$ cat src/rtl/led_matrix_config.svh
// led matrix panel configuration
// panel geometry, colour depth and enable timing constants
`ifndef LED_MATRIX_CONFIG_SVH
`define LED_MATRIX_CONFIG_SVH

// columns per row
`define PIXEL_WIDTH 8

// rows per half panel
// both halves are scanned together
`define PIXEL_HALFHEIGHT 4

// bits per colour channel
`define BRIGHTNESS_LEVELS 3

// enable cycles for the least significant bit plane
`define BRIGHTNESS_BASE_TIMEOUT 4

// remaining enable cycles at which the next line may start shifting
`define BRIGHTNESS_STATE_TIMEOUT_OVERLAP 6

// column index width
`define COLUMN_BITS ($clog2(`PIXEL_WIDTH))

// row index width within one half
`define ROW_BITS ($clog2(`PIXEL_HALFHEIGHT))

// wide enough for the longest enable window
// longest window belongs to the most significant plane
`define ENABLE_BITS \
    ($clog2((`BRIGHTNESS_BASE_TIMEOUT << (`BRIGHTNESS_LEVELS - 1)) + 1))

`endif

$ cat src/rtl/led_matrix_pkg.sv
// led matrix shared types
// colour words, write requests, scan position and panel pins
`default_nettype none

`include "led_matrix_config.svh"

package led_matrix_pkg;

    // one-hot bit plane select
    typedef logic [`BRIGHTNESS_LEVELS-1:0] brightness_level_t;

    // one colour word per pixel
    typedef struct packed {
        logic [`BRIGHTNESS_LEVELS-1:0] r;
        logic [`BRIGHTNESS_LEVELS-1:0] g;
        logic [`BRIGHTNESS_LEVELS-1:0] b;
    } color_t;

    // write request into the frame store
    // row covers the full panel height
    typedef struct packed {
        logic [`ROW_BITS:0]         row;
        logic [`COLUMN_BITS-1:0]    column;
        color_t                     color;
    } pixel_write_t;

    // position the sequencer is currently loading
    typedef struct packed {
        logic [`COLUMN_BITS-1:0]    column;
        logic [`ROW_BITS-1:0]       row;
        brightness_level_t          mask;
    } scan_pos_t;

    // hub75 panel pins
    typedef struct packed {
        logic r0;
        logic g0;
        logic b0;
        logic r1;
        logic g1;
        logic b1;
        logic shift;
        logic latch;
        // high means leds lit
        logic output_enable;
        logic [`ROW_BITS-1:0] row_address;
    } hub75_t;

endpackage

`default_nettype wire

$ cat src/rtl/scan_timeout.sv
// loadable down-counter
// counts from the loaded value to zero and flags while running
`timescale 1ns/1ps
`default_nettype none

module scan_timeout #(
    parameter int COUNTER_WIDTH = 4
) (
    input  wire logic                     clk_in,
    input  wire logic                     reset,
    input  wire logic                     start,
    input  wire logic [COUNTER_WIDTH-1:0] value,
    output logic      [COUNTER_WIDTH-1:0] counter,
    output logic                          running
);

    // running stays high for value + 1 cycles
    always_ff @(posedge clk_in) begin
        if (reset) begin
            counter <= '0;
            running <= 1'b0;
        end else if (start) begin
            // reload even when already running
            counter <= value;
            running <= 1'b1;
        end else if (running) begin
            if (counter == '0) begin
                // count hit zero last cycle so the timer stops
                running <= 1'b0;
            end else begin
                counter <= counter - 1'b1;
            end
        end
    end

    // counter only ever moves down while running without a reload
    assert property (@(posedge clk_in) disable iff (reset)
        (running && !start) |=> (counter <= $past(counter)))
    else $error("scan_timeout: counter wrapped past zero");

endmodule

`default_nettype wire

$ cat src/rtl/brightness_timeout.sv
// bit-weighted output enable window
// base time shifted by the active plane index, with overlap flag
`timescale 1ns/1ps
`default_nettype none

`include "led_matrix_config.svh"

module brightness_timeout
    import led_matrix_pkg::*;
(
    input  wire logic        clk_in,
    input  wire logic        reset,
    input  wire logic        latch,
    input  brightness_level_t mask_active,
    output logic             output_enable,
    output logic             exceeded_overlap
);

    // window length minus one, timer runs value + 1 cycles
    logic [`ENABLE_BITS-1:0] window_value;
    // cycles left in the window, minus one
    logic [`ENABLE_BITS-1:0] remaining;
    logic [`ENABLE_BITS-1:0] plane_index;
    logic [`ENABLE_BITS-1:0] window_weight;

    // one-hot mask to bit index
    always_comb begin
        plane_index = '0;
        for (int i = 0; i < `BRIGHTNESS_LEVELS; i++) begin
            if (mask_active[i]) begin
                plane_index = `ENABLE_BITS'(i);
            end
        end
    end

    // binary weighted time per plane
    always_comb begin
        window_weight = `ENABLE_BITS'(`BRIGHTNESS_BASE_TIMEOUT) << plane_index;
        window_value  = window_weight - 1'b1;
    end

    // window opens the cycle after latch
    // a new latch restarts it at the new weight
    scan_timeout #(
        .COUNTER_WIDTH(`ENABLE_BITS)
    ) enable_timer (
        .clk_in (clk_in),
        .reset  (reset),
        .start  (latch),
        .value  (window_value),
        .counter(remaining),
        .running(output_enable)
    );

    // remaining + 1 lit cycles at or below the margin
    assign exceeded_overlap = output_enable
        && (int'(remaining) < `BRIGHTNESS_STATE_TIMEOUT_OVERLAP);

    // weight lookup only makes sense for a single plane
    assert property (@(posedge clk_in) disable iff (reset)
        latch |-> $onehot(mask_active))
    else $error("brightness_timeout: mask_active 0x%0h not one-hot at latch",
                mask_active);

endmodule

`default_nettype wire

$ cat src/rtl/pixel_feed.sv
// frame store and bit plane select
// holds one colour word per pixel and feeds the two half rows
`timescale 1ns/1ps
`default_nettype none

`include "led_matrix_config.svh"

module pixel_feed
    import led_matrix_pkg::*;
(
    input  wire logic         clk_in,
    input  wire logic         reset,
    input  pixel_write_t      pixel_write,
    input  wire logic         pixel_write_valid,
    input  scan_pos_t         scan_pos,
    input  wire logic         pixel_load,
    output logic [2:0]        upper_rgb,
    output logic [2:0]        lower_rgb
);

    localparam int FULL_HEIGHT = 2 * `PIXEL_HALFHEIGHT;

    // full panel, rows 0 to FULL_HEIGHT-1
    color_t frame [FULL_HEIGHT][`PIXEL_WIDTH];

    logic [`ROW_BITS:0] upper_row;
    logic [`ROW_BITS:0] lower_row;
    color_t             upper_color;
    color_t             lower_color;

    // masked bit of each channel, r in bit 2
    function automatic logic [2:0] plane_bits(color_t c, brightness_level_t m);
        logic [2:0] bits;
        bits[2] = |(c.r & m);
        bits[1] = |(c.g & m);
        bits[0] = |(c.b & m);
        return bits;
    endfunction

    // write port, lands at the next edge
    always_ff @(posedge clk_in) begin
        if (pixel_write_valid) begin
            frame[pixel_write.row][pixel_write.column] <= pixel_write.color;
        end
    end

    // lower half sits PIXEL_HALFHEIGHT rows down
    assign upper_row = {1'b0, scan_pos.row};
    assign lower_row = upper_row + (`ROW_BITS + 1)'(`PIXEL_HALFHEIGHT);

    assign upper_color = frame[upper_row][scan_pos.column];
    assign lower_color = frame[lower_row][scan_pos.column];

    // bits valid one cycle after pixel_load, lined up with shift
    always_ff @(posedge clk_in) begin
        if (reset) begin
            upper_rgb <= '0;
            lower_rgb <= '0;
        end else if (pixel_load) begin
            upper_rgb <= plane_bits(upper_color, scan_pos.mask);
            lower_rgb <= plane_bits(lower_color, scan_pos.mask);
        end
    end

endmodule

`default_nettype wire

$ cat src/rtl/matrix_scan.sv
// led matrix scan sequencer
// steps column, row and bit plane, and drives load, shift, latch and enable
`timescale 1ns/1ps
`default_nettype none

`include "led_matrix_config.svh"

module matrix_scan
    import led_matrix_pkg::*;
(
    input  wire logic              clk_in,
    input  wire logic              reset,
    output scan_pos_t              scan_pos,
    output logic                   pixel_load,
    output logic                   shift,
    output logic                   latch,
    output logic [`ROW_BITS-1:0]   row_address,
    output logic                   output_enable
);

    localparam brightness_level_t MASK_MSB = brightness_level_t'(1) << (`BRIGHTNESS_LEVELS - 1);

    // line being loaded
    logic [`COLUMN_BITS-1:0] column;
    logic [`ROW_BITS-1:0]    row_loaded;
    brightness_level_t       mask_loaded;

    // line being displayed
    logic [`ROW_BITS-1:0]    row_active;
    brightness_level_t       mask_active_q;
    brightness_level_t       mask_active;

    logic start_strobe;
    logic shifter_idle;
    logic advance;
    logic exceeded_overlap;

    // display dark or nearly done
    assign advance = !output_enable || exceeded_overlap;

    // nothing in flight from start strobe to latch
    assign shifter_idle = !start_strobe && !pixel_load && !shift && !latch;

    always_ff @(posedge clk_in) begin
        if (reset) begin
            start_strobe <= 1'b0;
        end else begin
            start_strobe <= advance && shifter_idle;
        end
    end

    // column counter
    // pixel_load high for PIXEL_WIDTH cycles, column counting down
    scan_timeout #(
        .COUNTER_WIDTH(`COLUMN_BITS)
    ) column_timer (
        .clk_in (clk_in),
        .reset  (reset),
        .start  (start_strobe),
        .value  (`COLUMN_BITS'(`PIXEL_WIDTH - 1)),
        .counter(column),
        .running(pixel_load)
    );

    // shift trails load by one, pixel data is registered downstream
    // latch one cycle after the final shift
    always_ff @(posedge clk_in) begin
        if (reset) begin
            shift <= 1'b0;
            latch <= 1'b0;
        end else begin
            shift <= pixel_load;
            latch <= shift && !pixel_load;
        end
    end

    // mask and row stepping
    always_ff @(posedge clk_in) begin
        if (reset) begin
            row_loaded    <= '0;
            mask_loaded   <= MASK_MSB;
            row_active    <= '0;
            mask_active_q <= MASK_MSB;
        end else if (latch) begin
            row_active    <= row_loaded;
            mask_active_q <= mask_loaded;
            if (mask_loaded[0]) begin
                // last plane of this row, wrap to msb and move on
                mask_loaded <= MASK_MSB;
                if (row_loaded == `ROW_BITS'(`PIXEL_HALFHEIGHT - 1)) begin
                    row_loaded <= '0;
                end else begin
                    row_loaded <= row_loaded + 1'b1;
                end
            end else begin
                mask_loaded <= mask_loaded >> 1;
            end
        end
    end

    // bypass during latch
    // timer needs the plane just shifted, register updates one edge later
    assign mask_active = latch ? mask_loaded : mask_active_q;

    brightness_timeout enable_window (
        .clk_in          (clk_in),
        .reset           (reset),
        .latch           (latch),
        .mask_active     (mask_active),
        .output_enable   (output_enable),
        .exceeded_overlap(exceeded_overlap)
    );

    assign scan_pos = '{column: column, row: row_loaded, mask: mask_loaded};
    assign row_address = row_active;

    // latch must not cut into a line still loading
    assert property (@(posedge clk_in) disable iff (reset)
        !(pixel_load && latch))
    else $error("matrix_scan: pixel_load overlaps latch");

endmodule

`default_nettype wire

$ cat src/rtl/led_matrix_top.sv
// led matrix driver top level
// joins the scan sequencer and frame store onto the hub75 pins
`timescale 1ns/1ps
`default_nettype none

`include "led_matrix_config.svh"

module led_matrix_top
    import led_matrix_pkg::*;
(
    input  wire logic   clk_in,
    input  wire logic   reset,
    input  pixel_write_t pixel_write,
    input  wire logic   pixel_write_valid,
    output hub75_t      panel
);

    scan_pos_t             scan_pos;
    logic                  pixel_load;
    logic                  shift;
    logic                  latch;
    logic                  output_enable;
    logic [`ROW_BITS-1:0]  row_address;
    logic [2:0]            upper_rgb;
    logic [2:0]            lower_rgb;

    matrix_scan scan (
        .clk_in       (clk_in),
        .reset        (reset),
        .scan_pos     (scan_pos),
        .pixel_load   (pixel_load),
        .shift        (shift),
        .latch        (latch),
        .row_address  (row_address),
        .output_enable(output_enable)
    );

    pixel_feed feed (
        .clk_in           (clk_in),
        .reset            (reset),
        .pixel_write      (pixel_write),
        .pixel_write_valid(pixel_write_valid),
        .scan_pos         (scan_pos),
        .pixel_load       (pixel_load),
        .upper_rgb        (upper_rgb),
        .lower_rgb        (lower_rgb)
    );

    // rgb bits ordered r, g, b
    assign panel = '{r0: upper_rgb[2], g0: upper_rgb[1], b0: upper_rgb[0],
                     r1: lower_rgb[2], g1: lower_rgb[1], b1: lower_rgb[0],
                     shift: shift, latch: latch, output_enable: output_enable,
                     row_address: row_address};

endmodule

`default_nettype wire

$ cat config.mk
export PLATFORM = sky130hd
export DESIGN_NAME = led_matrix_top
export DESIGN_NICKNAME = d
export VERILOG_FILES = /design/src/rtl/led_matrix_pkg.sv /design/src/rtl/scan_timeout.sv /design/src/rtl/brightness_timeout.sv /design/src/rtl/pixel_feed.sv /design/src/rtl/matrix_scan.sv /design/src/rtl/led_matrix_top.sv
export VERILOG_INCLUDE_DIRS = /design/src /design/src/rtl
export SDC_FILE = /design/constraint.sdc
export NUM_CORES = 1
export LEC_CHECK = 0
export BUFFER_PORTS_ARGS = -buffer_cell sky130_fd_sc_hd__buf_2
export CORE_UTILIZATION = 45
export DETAILED_ROUTE_END_ITERATION = 8
export GPL_TIMING_DRIVEN = 0
export PLACE_DENSITY_LB_ADDON = 0.1
export SLEW_MARGIN = 25
export SYNTH_ARGS = -nofsm -noshare
export SYNTH_HDL_FRONTEND = slang
export SYNTH_HIERARCHICAL = 1
export SYNTH_SLANG_ARGS = --single-unit
export TNS_END_PERCENT = 100
$ cat constraint.sdc
create_clock -name clk_in -period 2.8 [get_ports clk_in]
set_input_delay 0.28 -clock clk_in [delete_from_list [all_inputs] [get_ports clk_in]]
set_output_delay 0.28 -clock clk_in [all_outputs]
set_load 0.01 [all_outputs]
==> reports/metrics.cfg <==
[place]
gp_congestion=0.8424
pre_cts_slack_ns=-0.5326
port_buffers=25
placed_area_mm2=0.02476
dp.final_hpwl_mm=39.37

[clock_tree]
htree_num_levels=3
clk_pin_slew_ns=0.06
cts_tree=yes
clockBufferDepth=3
cts-root-buf=clkbuf_16
insertion_delay_ns=0.60
clkSinkCount=604
cts_buffers=66
ctsHoldBuffers=0

[grt]
grt-ovfl-total=0
antenna_found_initial=0
grt_pass1_vias=12010
top_usage_layer=met2
grt_util_met1_pct=34.30
grt_use_total_pct=24.14
grt_pass1_wl_mm=89.02
use_met2_pct=36.59
use_met3_pct=5.844
grt_max_degree=65

[pwr]
p_sw_share_pct=22.69
p_sw_mw=4.466
pwr_density_cell_mw_per_mm2=722.6
p_leak_nw=8.274
combPwrFrac_pct=7.1
clkPwrFrac_pct=41.9
fin_total_pwr_mw=19.68
share_seq_of_total_power_pct=51.0
internal_power_mw=15.22
ir_worst_vdd_mv=0.5373

[yosys]
synth_area_mm2=0.02371
ys_warn_count=6
syn_inst=1147
syn_avg_cell_area_um2=20.67

[status]
outcome=completed

[layout]
num_antenna_cells=0
fin_area_mm2=0.02724
area_growth_syn_to_layout_pct=14.88
drive_gt1_share_pct=29.51
fin_nets=1278
final_cell_mix=edfxtp_1, mux4_2, clkbuf_16, mux2i_1, nor2_1
layout_commonest_cell=edfxtp_1

[critical_path]
path_buf_inv=2
crit_family=multiplexers
worstPathMaxFanout=10
cpPeakStageDelay_ns=0.57
slowest_stage=mux4_2
ff2ff_setup_slack_ns=0.04
cp.required_ns=3.26
critPathKind=flop to flop
path_cells=buf_8, buf_6, mux4_2, mux2i_1, a221oi_1, a222oi_1, a211oi_1
critPathLaunchType=flop
crit_arrival_ns=3.21
end_kind=flop

[detailed_routing]
wirelength_mm=63.08
drtIter0Drc=1288
drc=0
vias_per_cell=6.067
wl_per_cell_um=31.73
dr.pass1.iters=5
ant_nets=0
dr_total_vias=12060

[timing]
period_share_pct=98.52
hold_slack_ns=0.1390
relSlewSlack_pct=29.03
setup_slack_ns=0.04142
max_freq_ghz=0.3625
worst_pin_slew_ns=1.061
finalHoldViolCount=0
tns_ns=0
layout_min_cycle_time_ns=2.759
slew_violations=0
rsz0062_at_grt=true
clock_skew_ns=0.01659
final-setup-viol-count=0

[die]
coreArea_mm2=0.05172
die_height_um=231.5
start_util_pct=45.85
die_w_um=231.5
dieArea_mm2=0.05361
design.portCount=29
num_rows=83

[worst_hold_path]
hold_class=input pin to flop

[flow_run]
max_cap_violations=0

[what timing repair did]
| action | CTS | global route |
|---|---|---|
| buffers inserted | 0 | 12 |
| endpoints found under the setup margin | 6 | 4 |
| pin swaps | 2 | 4 |
| resized for setup | 37 | 37 |
| gates cloned | 0 | 1 |
[per-stage QoR]
stage / utilization [%] / instances
after floorplan: - / 1150
after global placement: 47.76 / 1855
after detailed placement: 47.88 / 1855
after CTS: 52.07 / 1975
after global routing: 52.67 / 1988
final: 52.67 / 1988
[metal layers]
layer | up-vias | part of all wire [%]
met3 | 128 | 8.0
li1 | 4991 | -
met5 | - | 0
met4 | 0 | 3.3
met2 | 520 | 46
met1 | 6423 | 43
[final cells by class]
cell class | count | area, um2
tap | 680 | 850.8
buffer | 67 | 601.8
fill | 4076 | 24480
multi-input combinational | 467 | 5563
clock inverter | 34 | 176.4
timing repair buffer | 38 | 275.3
sequential | 604 | 17860
inverter | 12 | 45.04
clock buffer | 86 | 1863
[final timing paths]
check | startpoint | end | depth (start not counted)
setup / recovery | scan/row_loaded[0] | feed/upper_rgb[0] | 7
hold / removal | reset | scan/enable_window/enable_timer/running | 2
setup reg to reg | scan/row_loaded[0] | feed/upper_rgb[0] | 7
hold reg to reg | feed/upper_rgb[0] | feed/upper_rgb[0] | 2
[power by group through the flow]
stage,clock network (mW),registers [mW],logic [mW]
after floorplan,0,10.2,0.718
after global placement,0,10.2,1.32
after detailed placement,0,10.2,1.34
after CTS,8.40,10.0,1.37
after global routing,8.73,10.0,1.46
final,8.24,10.0,1.41
[flip-flops by register name, summed over array words and instances (netlist names), 2 cells and up]
name                                     count
scan/row_loaded                              2
scan/column_timer/counter                    3
scan/mask_active_q                           2
feed/frame                                 576
scan/row_address                             2
scan/mask_loaded                             3
scan/enable_window/enable_timer/counter      5
feed/upper_rgb                               3
feed/lower_rgb                               3
Note: power is estimated with default switching activity, not from simulation.
